==> src/logic/fe_config.svh <==
// build constants of the RV32I fetch front end: widths, queue depth, reset vector, opcodes
`ifndef FE_CONFIG_SVH
`define FE_CONFIG_SVH

// ---------------------------------------------------------------------------
// datapath
// ---------------------------------------------------------------------------
// address and instruction width
`define FE_XLEN 32
// fetch queue entries, power of two of 2 or more
`define FE_QUEUE_DEPTH 4
// default reset vector
`define FE_BOOT_ADDR 32'h0000_0080

// ---------------------------------------------------------------------------
// major opcodes scanned by predecode
// ---------------------------------------------------------------------------
`define FE_OP_JAL    7'b1101111
`define FE_OP_JALR   7'b1100111
`define FE_OP_BRANCH 7'b1100011

`endif

==> src/logic/fe_pkg.sv <==
// shared types of the fetch front end: address, instruction, queue pointer, control-flow kind
`include "fe_config.svh"

package fe_pkg;

    // ---------------------------------------------------------------------------
    // datapath words
    // ---------------------------------------------------------------------------
    // instruction address, always word aligned on the fetch side
    typedef logic [`FE_XLEN-1:0] addr_t;

    // raw 32 bit instruction word as returned by memory
    typedef logic [`FE_XLEN-1:0] instr_t;

    // fetch queue read/write pointer
    // wraps on its own since the depth is a power of two
    typedef logic [$clog2(`FE_QUEUE_DEPTH)-1:0] ptr_t;

    // ---------------------------------------------------------------------------
    // control flow classification of a fetch entry
    // ---------------------------------------------------------------------------
    // kind only, taken is carried separately
    typedef enum logic [1:0] {
        CF_NONE   = 2'd0,
        CF_BRANCH = 2'd1,
        CF_JUMP   = 2'd2
    } cf_e;

endpackage

==> src/logic/fe_pc_gen.sv <==
// fetch PC generation with next-PC priority select, memory request and live response forwarding
`timescale 1ns/1ns
`include "fe_config.svh"

module fe_pc_gen (
    input  logic           clk_i,
    input  logic           rst_ni,
    input  fe_pkg::addr_t  boot_addr_i,
    // single-cycle back-end redirect pulses
    input  logic           set_pc_commit_i,
    input  fe_pkg::addr_t  pc_commit_i,
    input  logic           ex_valid_i,
    input  fe_pkg::addr_t  trap_vector_i,
    input  logic           eret_i,
    input  fe_pkg::addr_t  epc_i,
    input  logic           mispredict_i,
    input  fe_pkg::addr_t  mispredict_target_i,
    // front-end internal redirects
    input  logic           bp_taken_i,
    input  fe_pkg::addr_t  bp_target_i,
    input  logic           replay_i,
    input  fe_pkg::addr_t  replay_addr_i,
    // instruction memory
    output logic           fetch_req_o,
    output fe_pkg::addr_t  fetch_addr_o,
    input  logic           fetch_rvalid_i,
    input  fe_pkg::instr_t fetch_rdata_i,
    // towards predecode
    output logic           rsp_valid_o,
    output fe_pkg::addr_t  rsp_addr_o,
    output fe_pkg::instr_t rsp_instr_o,
    output logic           flush_o
);

    fe_pkg::addr_t npc_d;
    fe_pkg::addr_t npc_q;
    fe_pkg::addr_t fetch_addr;
    // set while coming out of reset so the boot address gets loaded
    logic          npc_rst_load_q;
    // request outstanding in memory and its address
    logic          req_pending_q;
    fe_pkg::addr_t req_addr_q;
    // drop the response arriving in a redirect cycle
    logic          kill_rsp;

    // ---------------------------------------------------------------------------
    // redirect sources
    // ---------------------------------------------------------------------------
    // any back-end redirect flushes predecode and queue
    assign flush_o  = set_pc_commit_i | ex_valid_i | eret_i | mispredict_i;
    // response in flight belongs to the old path
    assign kill_rsp = flush_o | replay_i | bp_taken_i;

    // ---------------------------------------------------------------------------
    // next PC where later assignments win
    // ---------------------------------------------------------------------------
    always_comb begin : npc_select
        fetch_addr = npc_rst_load_q ? boot_addr_i : npc_q;
        // static prediction from predecode
        if (bp_taken_i) begin
            fetch_addr = bp_target_i;
        end
        // refetch of a word the queue rejected
        if (replay_i) begin
            fetch_addr = replay_addr_i;
        end
        if (mispredict_i) begin
            fetch_addr = mispredict_target_i;
        end
        if (eret_i) begin
            fetch_addr = epc_i;
        end
        if (ex_valid_i) begin
            fetch_addr = trap_vector_i;
        end
        // commit flush restarts after the committing instruction
        if (set_pc_commit_i) begin
            fetch_addr = pc_commit_i + fe_pkg::addr_t'(4);
        end
        // no request in the load cycle and hence no increment
        npc_d = npc_rst_load_q ? fetch_addr : fetch_addr + fe_pkg::addr_t'(4);
    end

    assign fetch_req_o  = ~npc_rst_load_q;
    assign fetch_addr_o = fetch_addr;

    always_ff @(posedge clk_i or negedge rst_ni) begin
        if (!rst_ni) begin
            npc_rst_load_q <= 1'b1;
            npc_q          <= '0;
            req_pending_q  <= 1'b0;
        end else begin
            npc_rst_load_q <= 1'b0;
            npc_q          <= npc_d;
            req_pending_q  <= fetch_req_o;
        end
    end

    // request address that pairs with next cycle's rdata
    always_ff @(posedge clk_i) begin
        if (fetch_req_o) begin
            req_addr_q <= fetch_addr;
        end
    end

    // ---------------------------------------------------------------------------
    // response forwarding
    // ---------------------------------------------------------------------------
    assign rsp_valid_o = fetch_rvalid_i & req_pending_q & ~kill_rsp;
    assign rsp_addr_o  = req_addr_q;
    assign rsp_instr_o = fetch_rdata_i;

endmodule

==> src/logic/fe_predecode.sv <==
// predecode stage: registers a fetched word, scans its opcode and applies static prediction
`timescale 1ns/1ns
`include "fe_config.svh"

module fe_predecode (
    input  logic           clk_i,
    input  logic           rst_ni,
    input  logic           flush_i,
    // queue replay, the stage word was rejected
    input  logic           kill_i,
    // live response from PC generation
    input  logic           rsp_valid_i,
    input  fe_pkg::addr_t  rsp_addr_i,
    input  fe_pkg::instr_t rsp_instr_i,
    // entry towards the fetch queue
    output logic           push_o,
    output fe_pkg::addr_t  entry_addr_o,
    output fe_pkg::instr_t entry_instr_o,
    output fe_pkg::cf_e    entry_cf_o,
    output logic           entry_taken_o,
    output fe_pkg::addr_t  entry_target_o,
    // prediction back to PC generation
    output logic           bp_taken_o,
    output fe_pkg::addr_t  bp_target_o
);

    logic           stage_valid_q;
    fe_pkg::addr_t  stage_addr_q;
    fe_pkg::instr_t stage_instr_q;
    logic [6:0]     opcode;
    // sign extended J and B immediates
    fe_pkg::addr_t  imm_j;
    fe_pkg::addr_t  imm_b;
    fe_pkg::cf_e    cf;
    logic           taken;
    fe_pkg::addr_t  target;

    // ---------------------------------------------------------------------------
    // stage register
    // ---------------------------------------------------------------------------
    always_ff @(posedge clk_i or negedge rst_ni) begin
        if (!rst_ni) begin
            stage_valid_q <= 1'b0;
        end else if (flush_i || kill_i) begin
            stage_valid_q <= 1'b0;
        end else begin
            stage_valid_q <= rsp_valid_i;
        end
    end

    always_ff @(posedge clk_i) begin
        if (rsp_valid_i) begin
            stage_addr_q  <= rsp_addr_i;
            stage_instr_q <= rsp_instr_i;
        end
    end

    // ---------------------------------------------------------------------------
    // opcode scan
    // ---------------------------------------------------------------------------
    assign opcode = stage_instr_q[6:0];
    assign imm_j  = {{12{stage_instr_q[31]}}, stage_instr_q[19:12], stage_instr_q[20],
                     stage_instr_q[30:21], 1'b0};
    assign imm_b  = {{20{stage_instr_q[31]}}, stage_instr_q[7], stage_instr_q[30:25],
                     stage_instr_q[11:8], 1'b0};

    always_comb begin : scan
        cf     = fe_pkg::CF_NONE;
        taken  = 1'b0;
        // fall-through unless predicted taken
        target = stage_addr_q + fe_pkg::addr_t'(4);
        case (opcode)
            // direct jump, always taken
            `FE_OP_JAL: begin
                cf     = fe_pkg::CF_JUMP;
                taken  = 1'b1;
                target = stage_addr_q + imm_j;
            end
            // backward taken, forward not taken
            `FE_OP_BRANCH: begin
                cf = fe_pkg::CF_BRANCH;
                if (imm_b[`FE_XLEN-1]) begin
                    taken  = 1'b1;
                    target = stage_addr_q + imm_b;
                end
            end
            // register target unknown here, never predicted
            `FE_OP_JALR: begin
                cf = fe_pkg::CF_JUMP;
            end
            default: begin
                cf = fe_pkg::CF_NONE;
            end
        endcase
    end

    assign push_o         = stage_valid_q;
    assign entry_addr_o   = stage_addr_q;
    assign entry_instr_o  = stage_instr_q;
    assign entry_cf_o     = cf;
    assign entry_taken_o  = taken;
    assign entry_target_o = target;
    assign bp_taken_o     = stage_valid_q & taken;
    assign bp_target_o    = target;

endmodule

==> src/logic/fe_fetch_queue.sv <==
// fetch queue: circular buffer of predecoded entries towards decode, replays pushes that find it full
`timescale 1ns/1ns
`include "fe_config.svh"

module fe_fetch_queue (
    input  logic           clk_i,
    input  logic           rst_ni,
    input  logic           flush_i,
    // entry from predecode
    input  logic           push_i,
    input  fe_pkg::addr_t  entry_addr_i,
    input  fe_pkg::instr_t entry_instr_i,
    input  fe_pkg::cf_e    entry_cf_i,
    input  logic           entry_taken_i,
    input  fe_pkg::addr_t  entry_target_i,
    // rejected push, refetch from this address
    output logic           replay_o,
    output fe_pkg::addr_t  replay_addr_o,
    // head entry towards decode
    output logic           entry_valid_o,
    output fe_pkg::addr_t  entry_addr_o,
    output fe_pkg::instr_t entry_instr_o,
    output fe_pkg::cf_e    entry_cf_o,
    output logic           entry_taken_o,
    output fe_pkg::addr_t  entry_target_o,
    input  logic           entry_ack_i
);

    // entry storage
    fe_pkg::addr_t  addr_q   [`FE_QUEUE_DEPTH];
    fe_pkg::instr_t instr_q  [`FE_QUEUE_DEPTH];
    fe_pkg::cf_e    cf_q     [`FE_QUEUE_DEPTH];
    logic           taken_q  [`FE_QUEUE_DEPTH];
    fe_pkg::addr_t  target_q [`FE_QUEUE_DEPTH];

    fe_pkg::ptr_t                     rd_ptr_q;
    fe_pkg::ptr_t                     wr_ptr_q;
    logic [$clog2(`FE_QUEUE_DEPTH):0] count_q;
    logic                             full;
    logic                             pop;
    logic                             push_ok;

    // ---------------------------------------------------------------------------
    // occupancy and handshake
    // ---------------------------------------------------------------------------
    // count never exceeds the power-of-two depth, top bit alone means full
    assign full = count_q[$clog2(`FE_QUEUE_DEPTH)];
    assign pop  = entry_valid_o & entry_ack_i;

    // a pop in the same cycle frees the slot
    assign push_ok       = push_i & ~flush_i & (~full | pop);
    assign replay_o      = push_i & ~flush_i & full & ~pop;
    assign replay_addr_o = entry_addr_i;

    always_ff @(posedge clk_i or negedge rst_ni) begin
        if (!rst_ni) begin
            rd_ptr_q <= '0;
            wr_ptr_q <= '0;
            count_q  <= '0;
        end else if (flush_i) begin
            rd_ptr_q <= '0;
            wr_ptr_q <= '0;
            count_q  <= '0;
        end else begin
            if (push_ok) begin
                wr_ptr_q <= wr_ptr_q + 1'b1;
            end
            if (pop) begin
                rd_ptr_q <= rd_ptr_q + 1'b1;
            end
            case ({push_ok, pop})
                2'b10:   count_q <= count_q + 1'b1;
                2'b01:   count_q <= count_q - 1'b1;
                default: count_q <= count_q;
            endcase
        end
    end

    // ---------------------------------------------------------------------------
    // storage write and head read
    // ---------------------------------------------------------------------------
    always_ff @(posedge clk_i) begin
        if (push_ok) begin
            addr_q[wr_ptr_q]   <= entry_addr_i;
            instr_q[wr_ptr_q]  <= entry_instr_i;
            cf_q[wr_ptr_q]     <= entry_cf_i;
            taken_q[wr_ptr_q]  <= entry_taken_i;
            target_q[wr_ptr_q] <= entry_target_i;
        end
    end

    assign entry_valid_o  = (count_q != '0);
    assign entry_addr_o   = addr_q[rd_ptr_q];
    assign entry_instr_o  = instr_q[rd_ptr_q];
    assign entry_cf_o     = cf_q[rd_ptr_q];
    assign entry_taken_o  = taken_q[rd_ptr_q];
    assign entry_target_o = target_q[rd_ptr_q];

endmodule

==> src/logic/fe_top.sv <==
// RV32I instruction fetch front end: PC generation, predecode and fetch queue
`timescale 1ns/1ns

module fe_top (
    input  logic           clk_i,
    input  logic           rst_ni,
    input  fe_pkg::addr_t  boot_addr_i,
    // back-end redirects
    input  logic           set_pc_commit_i,
    input  fe_pkg::addr_t  pc_commit_i,
    input  logic           ex_valid_i,
    input  fe_pkg::addr_t  trap_vector_i,
    input  logic           eret_i,
    input  fe_pkg::addr_t  epc_i,
    input  logic           mispredict_i,
    input  fe_pkg::addr_t  mispredict_target_i,
    // instruction memory
    output logic           fetch_req_o,
    output fe_pkg::addr_t  fetch_addr_o,
    input  logic           fetch_rvalid_i,
    input  fe_pkg::instr_t fetch_rdata_i,
    // towards decode
    output logic           entry_valid_o,
    output fe_pkg::addr_t  entry_addr_o,
    output fe_pkg::instr_t entry_instr_o,
    output fe_pkg::cf_e    entry_cf_o,
    output logic           entry_taken_o,
    output fe_pkg::addr_t  entry_target_o,
    input  logic           entry_ack_i
);

    // pc_gen to predecode
    logic           rsp_valid;
    fe_pkg::addr_t  rsp_addr;
    fe_pkg::instr_t rsp_instr;
    logic           flush;
    // predecode back to pc_gen
    logic           bp_taken;
    fe_pkg::addr_t  bp_target;
    // predecode to queue
    logic           push;
    fe_pkg::addr_t  pd_addr;
    fe_pkg::instr_t pd_instr;
    fe_pkg::cf_e    pd_cf;
    logic           pd_taken;
    fe_pkg::addr_t  pd_target;
    // queue back to pc_gen and predecode
    logic           replay;
    fe_pkg::addr_t  replay_addr;

    fe_pc_gen i_pc_gen (
        .clk_i               ( clk_i               ),
        .rst_ni              ( rst_ni              ),
        .boot_addr_i         ( boot_addr_i         ),
        .set_pc_commit_i     ( set_pc_commit_i     ),
        .pc_commit_i         ( pc_commit_i         ),
        .ex_valid_i          ( ex_valid_i          ),
        .trap_vector_i       ( trap_vector_i       ),
        .eret_i              ( eret_i              ),
        .epc_i               ( epc_i               ),
        .mispredict_i        ( mispredict_i        ),
        .mispredict_target_i ( mispredict_target_i ),
        .bp_taken_i          ( bp_taken            ),
        .bp_target_i         ( bp_target           ),
        .replay_i            ( replay              ),
        .replay_addr_i       ( replay_addr         ),
        .fetch_req_o         ( fetch_req_o         ),
        .fetch_addr_o        ( fetch_addr_o        ),
        .fetch_rvalid_i      ( fetch_rvalid_i      ),
        .fetch_rdata_i       ( fetch_rdata_i       ),
        .rsp_valid_o         ( rsp_valid           ),
        .rsp_addr_o          ( rsp_addr            ),
        .rsp_instr_o         ( rsp_instr           ),
        .flush_o             ( flush               )
    );

    // replay doubles as the kill of the stage word
    fe_predecode i_predecode (
        .clk_i          ( clk_i     ),
        .rst_ni         ( rst_ni    ),
        .flush_i        ( flush     ),
        .kill_i         ( replay    ),
        .rsp_valid_i    ( rsp_valid ),
        .rsp_addr_i     ( rsp_addr  ),
        .rsp_instr_i    ( rsp_instr ),
        .push_o         ( push      ),
        .entry_addr_o   ( pd_addr   ),
        .entry_instr_o  ( pd_instr  ),
        .entry_cf_o     ( pd_cf     ),
        .entry_taken_o  ( pd_taken  ),
        .entry_target_o ( pd_target ),
        .bp_taken_o     ( bp_taken  ),
        .bp_target_o    ( bp_target )
    );

    fe_fetch_queue i_fetch_queue (
        .clk_i          ( clk_i          ),
        .rst_ni         ( rst_ni         ),
        .flush_i        ( flush          ),
        .push_i         ( push           ),
        .entry_addr_i   ( pd_addr        ),
        .entry_instr_i  ( pd_instr       ),
        .entry_cf_i     ( pd_cf          ),
        .entry_taken_i  ( pd_taken       ),
        .entry_target_i ( pd_target      ),
        .replay_o       ( replay         ),
        .replay_addr_o  ( replay_addr    ),
        .entry_valid_o  ( entry_valid_o  ),
        .entry_addr_o   ( entry_addr_o   ),
        .entry_instr_o  ( entry_instr_o  ),
        .entry_cf_o     ( entry_cf_o     ),
        .entry_taken_o  ( entry_taken_o  ),
        .entry_target_o ( entry_target_o ),
        .entry_ack_i    ( entry_ack_i    )
    );

endmodule

==> config.mk <==
export PLATFORM = sky130hd
export DESIGN_NAME = fe_top
export DESIGN_NICKNAME = d
export VERILOG_FILES = /design/src/logic/fe_pkg.sv /design/src/logic/fe_pc_gen.sv /design/src/logic/fe_predecode.sv /design/src/logic/fe_fetch_queue.sv /design/src/logic/fe_top.sv
export VERILOG_INCLUDE_DIRS = /design/src /design/src/logic
export SDC_FILE = /design/constraint.sdc
export NUM_CORES = 1
export LEC_CHECK = 0
export BUFFER_PORTS_ARGS = -buffer_cell sky130_fd_sc_hd__buf_2
export CAP_MARGIN = 5
export CELL_PAD_IN_SITES_DETAIL_PLACEMENT = 0
export CELL_PAD_IN_SITES_GLOBAL_PLACEMENT = 2
export CORE_UTILIZATION = 41
export CTS_CLUSTER_DIAMETER = 100
export DETAILED_ROUTE_END_ITERATION = 10
export HOLD_SLACK_MARGIN = 0.06
export MAX_ROUTING_LAYER = met4
export PLACE_DENSITY = 0.89
export SLEW_MARGIN = 15
export SYNTH_ARGS = -nofsm -noshare
export SYNTH_HDL_FRONTEND = slang
export SYNTH_SLANG_ARGS = --single-unit
==> constraint.sdc <==
create_clock -name clk_i -period 8.6 [get_ports clk_i]
set_input_delay 0 -clock clk_i [delete_from_list [all_inputs] [get_ports clk_i]]
set_output_delay 0 -clock clk_i [all_outputs]
set_load 0.02 [all_outputs]
==> results of run 1 <==
-- cell families after synthesis --
kind of cell / share of synthesized area
fa+ha+maj: 0.0264
xor+xnor: 0.0352
flops: 0.595
mux: 0.103
other cells: 0.000142
compound gates: 0.124
simple gates: 0.0946
buf+inv: 0.0226
-- registers in the layout (all words and copies together) (netlist names) --
name and count:
i_pc_gen.rsp_addr_o 32, i_fetch_queue.instr_q 128, i_fetch_queue.taken_q 4, i_pc_gen.npc_rst_load_q 1, i_predecode.entry_addr_o 32, i_fetch_queue.target_q 124, i_fetch_queue.cf_q 8, i_fetch_queue.addr_q 128
i_pc_gen.req_pending_q 1, i_fetch_queue.count_q 3, i_fetch_queue.rd_ptr_q 2, i_fetch_queue.wr_ptr_q 2, i_predecode.entry_instr_o 32, i_predecode.push_o 1, i_pc_gen.npc_q 32
-- area by class of cell --
cell class / count / area [sq um] / area share
clock buffer: 69 / 1460 / 0.0465
antenna: 2 / 5.00 / 0.000159
sequential: 530 / 15700 / 0.500
tap: 846 / 1060 / 0.0337
inverter: 44 / 168 / 0.00533
timing repair buffer: 438 / 2640 / 0.0839
clock inverter: 29 / 256 / 0.00816
multi-input combinational: 1249 / 10100 / 0.322
-- layer usage --
metal	track usage	wire (microns)
met4	0.0918	2970
met1	0.365	37400
met2	0.415	40300
met5	-	0
met3	0.0441	6060
-- power by group through the flow --
stage / clock [mW] / combinational (mW) / sequential (mW)
2_1_floorplan: 0 / 0.185 / 2.89
3_3_place_gp: 0 / 0.341 / 2.89
3_5_place_dp: 0 / 0.341 / 2.89
4_1_cts: 2.31 / 0.373 / 2.84
5_1_grt: 2.40 / 0.402 / 2.84
6_report: 2.27 / 0.376 / 2.84
-- layout by cell type (no fill, tap or decap), types with 20 or more instances in the layout --
| master | instances |
|---|---|
| sky130_fd_sc_hd__nand2_1 | 114 |
| sky130_fd_sc_hd__dfrtp_1 | 39 |
| sky130_fd_sc_hd__mux2i_1 | 39 |
| sky130_fd_sc_hd__ha_1 | 51 |
| sky130_fd_sc_hd__a221oi_1 | 32 |
| sky130_fd_sc_hd__buf_4 | 34 |
| sky130_fd_sc_hd__clkbuf_16 | 56 |
| sky130_fd_sc_hd__o211ai_1 | 21 |
| sky130_fd_sc_hd__nand2b_1 | 20 |
| sky130_fd_sc_hd__buf_2 | 332 |
| sky130_fd_sc_hd__a21o_1 | 33 |
| sky130_fd_sc_hd__nor2_1 | 110 |
| sky130_fd_sc_hd__mux4_2 | 98 |
| sky130_fd_sc_hd__and3_1 | 27 |
| sky130_fd_sc_hd__nor3_1 | 36 |
| sky130_fd_sc_hd__edfxtp_1 | 488 |
| sky130_fd_sc_hd__nand4_1 | 36 |
| sky130_fd_sc_hd__nand3_1 | 59 |
| sky130_fd_sc_hd__a21oi_1 | 105 |
| sky130_fd_sc_hd__dlygate4sd3_1 | 72 |
| sky130_fd_sc_hd__inv_1 | 40 |
| sky130_fd_sc_hd__xor2_1 | 41 |
| sky130_fd_sc_hd__o21ai_0 | 69 |
| sky130_fd_sc_hd__xnor2_1 | 65 |
-- worst max-delay path: cells and delay by family, from the launching register on --
family	cells	cell delay, ns
AND/OR/NAND/NOR	5	0.85
AO/OA/AOI/OAI	3	0.50
buffers and inverters	7	2.70
flip-flops	1	1.11
-- final timing paths --
check / start / end / cells past startpoint
worst max-delay path: i_predecode.entry_instr_o[31] / fetch_addr_o[27] / 15
worst min-delay path: trap_vector_i[11] / i_pc_gen.rsp_addr_o[11] / 5
worst max register to register: i_predecode.entry_instr_o[31] / i_pc_gen.npc_q[20] / 16
worst min register to register: i_pc_gen.rsp_addr_o[26] / i_predecode.entry_addr_o[26] / 0
max in group asynchronous: rst_ni / i_fetch_queue.rd_ptr_q[1] / 4
min in group asynchronous: rst_ni / i_pc_gen.npc_q[0] / 4
-- metrics by stage --
step,power (mW),std cells,hold WS [ns]
2_1_floorplan,3.07,1929,-0.296
3_3_place_gp,3.23,3035,0.126
3_5_place_dp,3.23,3035,0.138
4_1_cts,5.52,3205,0.0600
5_1_grt,5.64,3206,0.0957
6_report,5.48,3207,0.0654
==> metrics.log, run 1 <==
[metrics] maximum single-stage delay on the critical path: 1.11 ns
[metrics] most numerous cell in the Yosys netlist: sky130_fd_sc_hd__edfxtp_1
[metrics] number of synthesized flops with an enable pin: 488
[metrics] crit path cell chain: or3b_4, nor3_4, buf_4, o31ai_1, buf_4, nand3_1, nand2_1, nand2_1, dlygate4sd3_1, o21ai_0, dlygate4sd3_1, a41oi_1, dlygate4sd3_1, inv_1, buf_2
[metrics] Post-CTS Hold Buffers: 72
[metrics] max_slew headroom: 0.231
[metrics] Clock Sinks: 530
[metrics] TritonCTS clock tree: yes
[metrics] Total Routing Usage GR: 0.270
[metrics] Area contributors post-synth: sky130_fd_sc_hd__edfxtp_1, sky130_fd_sc_hd__mux4_2, sky130_fd_sc_hd__dfrtp_1
[metrics] net total in the final layout: 2572
[metrics] depth of the CTS H-tree: 2
[metrics] Final WS setup: 2.80 ns
[metrics] synthesized netlist net count: 2183
[metrics] power density cells: 174 mW/mm^2
[metrics] Setup violations, final: 0
[metrics] Synthesis Warnings: 0
[metrics] most used cell along the critical path: sky130_fd_sc_hd__dlygate4sd3_1
[metrics] switching power as a share of total power: 0.221
[metrics] Total Negative Setup Slacks: 0 ns
[metrics] class of the most critical setup path: reg -> out
[metrics] post-synth design cell area: 0.0264 sq mm
[metrics] RePlAce Congestion: 0.938
[metrics] number of nets with antenna violations after routing: 0
[metrics] Die Outline Area: 0.0654 sq mm
[metrics] worst skew pair latency: 0.60 ns
[metrics] maximum buffer depth of the clock tree: 3
[metrics] post-detailed-route via-to-cell ratio: 5.90
[metrics] buffer count from post-CTS setup fixing: 0
[metrics] Core Box Area: 0.0633 sq mm
[metrics] routed length per instance: 27.0 microns
[metrics] die outline height: 256 microns
[metrics] post-synth top area cell: sky130_fd_sc_hd__edfxtp_1
[metrics] shortest period the worst path allows: 5.80 ns
[metrics] endpoint arrival time on the critical path: 5.80 ns
[metrics] antenna violations before repair: 1
[metrics] fraction of layout instances using a drive strength above 1: 0.260
[metrics] portion of the post-synthesis area used by sequential elements: 0.595
[metrics] clock root cell: sky130_fd_sc_hd__clkbuf_16
[metrics] First DRT Iteration DRCs: 1681
[metrics] initial standard-cell utilization of the core: 0.417
[metrics] fill cell total of the finished layout: 5577
[metrics] share of Yosys cell area claimed by the top area cell type: 0.555
[metrics] flip-flop and latch count after synthesis: 530
[metrics] slew of the pin with the lowest slew margin: 1.15 ns
[metrics] worst vdd rail ir drop: 0.138 mV
[metrics] total global routing overflow: 0
[metrics] DP HPWL: 62700 microns
[metrics] clock buffers created by TritonCTS: 55
[metrics] Combinational Power Share: 0.069
[metrics] number of buffers added on ports: 332
[metrics] via count: 18900
[metrics] share of async-settable or async-resettable flops after synthesis: 0.0792
[metrics] synthesized instance count: 1929
[metrics] finished layout cell area: 0.0314 sq mm
[metrics] final max-slew violation count: 0
[metrics] Most used DFF post-synth: sky130_fd_sc_hd__edfxtp_1
[metrics] pin count of the biggest net entering global routing: 60
[metrics] kind of capture point of the worst setup path: primary output
[metrics] Worst setup SP type: register
[metrics] total of max-cap violations: 0
[metrics] mean instance size in the synthesized netlist: 13.7 sq um
[metrics] path type of the worst min-delay path: in -> reg
[metrics] register share of total power: 0.518
[metrics] Post-Place Worst Slack: 2.99 ns
[metrics] final design utilization: 0.497
[metrics] final cycle utilization of the critical path: 0.674
[metrics] Lkg Pwr: 11.0 nW
[metrics] unrepaired setup endpoints after global routing: no
[metrics] I/O pin count: 333
[metrics] Commonest cells post-synth: sky130_fd_sc_hd__edfxtp_1, sky130_fd_sc_hd__nand2_1, sky130_fd_sc_hd__nor2_1
[metrics] standard-cell rows: 92
[metrics] clock slew at reported path FFs: 0.06 ns
[metrics] final routed DRC violation total: 0
[metrics] achievable frequency: 172 MHz
[metrics] wire length of the first global-routing pass: 127000 microns
[metrics] Max stage delay cell, worst path: sky130_fd_sc_hd__edfxtp_1
[metrics] Crit Path Max Fanout: 31
[metrics] placed standard-cell area: 0.0290 sq mm
[metrics] Internal: 4.27 mW
[metrics] number of unique standard cell types used by synthesis: 105
[metrics] worst reg2reg setup slack: 2.94 ns
[metrics] data required time at the worst endpoint: 8.60 ns
[metrics] final count of hold timing violations: 0
[metrics] clock network power share: 0.413
[metrics] worst clock skew: 0.0201 ns
[metrics] result of the run: finished, final reports clean
[metrics] Detailed Routing Iterations Pass 1: 6
[metrics] Chip Width: 256 microns
[metrics] area growth from synthesis to layout: 19.0%
[metrics] vias in the first global route: 18900
[metrics] wire length reported by the detailed router: 86700 microns
[metrics] Net Switching: 1.21 mW
[metrics] number of gates resized after CTS: 0
No activity file was read; power rests on OpenSTA's default activity.
==> inputs of run 2 (changes only) <==
Settings changed: CORE_UTILIZATION 41 to 37, PLACE_DENSITY 0.89 to 0.86.
Clock period 8.6 ns to 5.1 ns, I/O delays scaled along.
==> metrics.log, run 2 (same netlist as run 1, synthesis figures left out) <==
[metrics] endpoint arrival time on the critical path: 5.47 ns (was 5.80 ns)
[metrics] Total Routing Usage GR: 0.259 (was 0.270)
[metrics] Detailed Routing Iterations Pass 1: 5 (was 6)
[metrics] max_slew headroom: 0.274 (was 0.231)
[metrics] data required time at the worst endpoint: 5.63 ns (was 8.60 ns)
[metrics] clock slew at reported path FFs: 0.06 ns (about the same)
[metrics] depth of the CTS H-tree: 2 (unchanged)
[metrics] Internal: 7.32 mW (was 4.27 mW)
[metrics] pin count of the biggest net entering global routing: 99 (was 60)
[metrics] number of buffers added on ports: 332 (unchanged)
[metrics] final max-slew violation count: 0 (unchanged)
[metrics] Total Negative Setup Slacks: 0 ns (unchanged)
[metrics] Max stage delay cell, worst path: sky130_fd_sc_hd__nor4_1 (was sky130_fd_sc_hd__edfxtp_1)
[metrics] initial standard-cell utilization of the core: 0.376 (was 0.417)
[metrics] unrepaired setup endpoints after global routing: no (unchanged)
[metrics] worst reg2reg setup slack: 0.17 ns (was 2.94 ns)
[metrics] Critical R2R Launch: i_predecode.entry_instr_o[31] (unchanged)
[metrics] worst vdd rail ir drop: 0.232 mV (was 0.138 mV)
[metrics] Core Box Area: 0.0703 sq mm (was 0.0633 sq mm)
[metrics] area growth from synthesis to layout: 22.1% (was 19.0%)
[metrics] worst clock skew: 0.0265 ns (was 0.0201 ns)
[metrics] placed standard-cell area: 0.0296 sq mm (was 0.0290 sq mm)
[metrics] register share of total power: 0.508 (was 0.518)
[metrics] end point of the critical path: i_pc_gen.npc_q[28] (was fetch_addr_o[27])
[metrics] count of inserted antenna diode cells: 0 (was 2)
[metrics] DP HPWL: 68500 microns (was 62700 microns)
[metrics] wire length of the first global-routing pass: 135000 microns (was 127000 microns)
[metrics] final count of hold timing violations: 0 (unchanged)
[metrics] fill cell total of the finished layout: 6367 (was 5577)
[metrics] most frequent cells in the layout: sky130_fd_sc_hd__edfxtp_1, sky130_fd_sc_hd__buf_2, sky130_fd_sc_hd__nand2_1 (unchanged)
[metrics] final routed DRC violation total: 0 (unchanged)
[metrics] antenna violations before repair: 0 (was 1)
[metrics] Setup violations, final: 0 (unchanged)
[metrics] Lkg Pwr: 11.4 nW (was 11.0 nW)
[metrics] maximum buffer depth of the clock tree: 3 (unchanged)
[metrics] power density cells: 292 mW/mm^2 (was 174 mW/mm^2)
[metrics] total of max-cap violations: 0 (unchanged)
[metrics] destination of the worst register-to-register timing path: i_pc_gen.npc_q[28] (was i_pc_gen.npc_q[20])
[metrics] worst skew pair latency: 0.61 ns (was 0.60 ns)
[metrics] number of nets with antenna violations after routing: 0 (unchanged)
[metrics] routed length per instance: 27.5 microns (was 27.0 microns)
[metrics] kind of capture point of the worst setup path: register (was primary output)
[metrics] path type of the worst min-delay path: in -> reg (unchanged)
[metrics] finished layout cell area: 0.0323 sq mm (was 0.0314 sq mm)
[metrics] clock buffers created by TritonCTS: 53 (was 55)
[metrics] result of the run: finished, final reports clean (unchanged)
[metrics] shortest period the worst path allows: 4.93 ns
[metrics] most frequent standard cell in the layout excluding fill and tap cells: sky130_fd_sc_hd__edfxtp_1 (unchanged)
[metrics] final cycle utilization of the critical path: 0.967
[metrics] vias in the first global route: 19300 (was 18900)
[metrics] class of the most critical setup path: reg -> reg (was reg -> out)
[metrics] Die Outline Area: 0.0725 sq mm (was 0.0654 sq mm)
[metrics] Combinational Power Share: 0.071 (was 0.069)
[metrics] total global routing overflow: 0 (unchanged)
[metrics] Worst setup SP type: register (unchanged)
[metrics] wire length reported by the detailed router: 92800 microns (was 86700 microns)
[metrics] standard-cell rows: 97 (was 92)
[metrics] die outline height: 269 microns (was 256 microns)
[metrics] sum of internal, switching and leakage power: 9.43 mW (was 5.48 mW)
[metrics] achievable frequency: 203 MHz
[metrics] First DRT Iteration DRCs: 1776 (was 1681)
[metrics] Clock Sinks: 530 (unchanged)
[metrics] fraction of layout instances using a drive strength above 1: 0.279 (was 0.260)
[metrics] maximum single-stage delay on the critical path: 0.66 ns (was 1.11 ns)
[metrics] crit path cell chain: buf_4, ha_1, inv_1, nor4_1, a21boi_1, o21ai_0, a31oi_1, o31ai_1, buf_4, a41o_1, dlygate4sd3_1, xnor2_1 (was or3b_4, nor3_4, buf_4, o31ai_1, buf_4, nand3_1, nand2_1, nand2_1, dlygate4sd3_1, o21ai_0, dlygate4sd3_1, a41oi_1, dlygate4sd3_1, inv_1, buf_2)
[metrics] post-detailed-route via-to-cell ratio: 5.74 (was 5.90)
[metrics] final design utilization: 0.459 (was 0.497)
[metrics] Crit Path Max Fanout: 17 (was 31)
[metrics] RePlAce Congestion: 0.954 (was 0.938)
[metrics] clock root cell: sky130_fd_sc_hd__clkbuf_16 (unchanged)
[metrics] TritonCTS clock tree: yes (unchanged)
[metrics] slew of the pin with the lowest slew margin: 1.09 ns (was 1.15 ns)
[metrics] I/O pin count: 333 (unchanged)
[metrics] cells on worst reg2reg path: 12 (was 16)
[metrics] Net Switching: 2.11 mW (was 1.21 mW)
[metrics] via count: 19300 (was 18900)
[metrics] most used cell along the critical path: sky130_fd_sc_hd__buf_4 (was sky130_fd_sc_hd__dlygate4sd3_1)
[metrics] Chip Width: 269 microns (was 256 microns)
[metrics] clock network power share: 0.421 (was 0.413)
[metrics] switching power as a share of total power: 0.224 (was 0.221)
[metrics] net total in the final layout: 2637 (was 2572)
[metrics] Critical path origin: i_predecode.entry_instr_o[31] (unchanged)
[metrics] Regs by FF count: i_fetch_queue.addr_q (128), i_fetch_queue.instr_q (128), i_fetch_queue.target_q (124) (unchanged)
[run 2: metrics by stage]
stage | instances | hold slack (ns) | setup slack [ns]
CTS | 3368 | 0.0623 | 0.0854
finish | 3368 | 0.0780 | 0.166
global placement | 3180 | 0.118 | 0.312
global route | 3368 | 0.0939 | 0.0362
detailed placement | 3180 | 0.119 | 0.354
floorplan | 1929 | -0.296 | 0.266
[run 2: critical path: cells and delay by family, from the launching register on]
family | cells | cell delay [ns]
buffers and inverters | 4 | 1.41
AOI/OAI and AO/OA | 5 | 1.40
and+or+nand+nor | 1 | 0.66
adders and majority gates | 1 | 0.62
DFF | 1 | 0.59
xor gates and xnor gates | 1 | 0.17
[run 2: worst min path at each step]
stage | from | endpoint | depth (start not counted)
after floorplan | rst_ni | i_fetch_queue.count_q[0] | 0
after global placement | rst_ni | i_pc_gen.npc_q[1] | 2
after detailed placement | rst_ni | i_pc_gen.npc_q[1] | 2
after CTS | trap_vector_i[22] | i_pc_gen.rsp_addr_o[22] | 5
after global routing | fetch_rdata_i[27] | i_predecode.entry_instr_o[27] | 2
final | epc_i[8] | i_pc_gen.npc_q[8] | 6
[run 2: routing by layer]
metal | wire length (microns) | vias up | track usage | part of all wire
li1 | - | 8598 | - | -
met1 | 40600 | 9814 | 0.353 | 0.44
met2 | 43900 | 811 | 0.409 | 0.47
met3 | 5840 | 113 | 0.0337 | 0.063
met4 | 2370 | 0 | 0.0699 | 0.026
met5 | 0 | - | - | 0
[run 2: what timing repair did]
action,in CTS,in global routing
gates resized for setup,1,5
hold buffers,88,0
endpoints found under the hold margin,117,0
pin swaps,0,0
endpoints found under the setup margin,1,8
setup buffers,0,0
[run 2: power groups by stage]
stage / registers, mW / logic [mW] / clock network, mW
2_1_floorplan: 4.87 / 0.313 / 0
3_3_place_gp: 4.88 / 0.603 / 0
3_5_place_dp: 4.88 / 0.601 / 0
4_1_cts: 4.79 / 0.668 / 4.04
5_1_grt: 4.79 / 0.715 / 4.19
6_report: 4.79 / 0.674 / 3.97
[run 2: layout make-up]
class | instances | area [sq um] | share of cell area
multi-input combinational | 1249 | 10200 | 0.315
clock buffer | 60 | 1350 | 0.0419
clock inverter | 40 | 418 | 0.0130
inverter | 44 | 168 | 0.00520
tap | 940 | 1180 | 0.0365
timing repair buffer | 505 | 3260 | 0.101
sequential | 530 | 15700 | 0.487
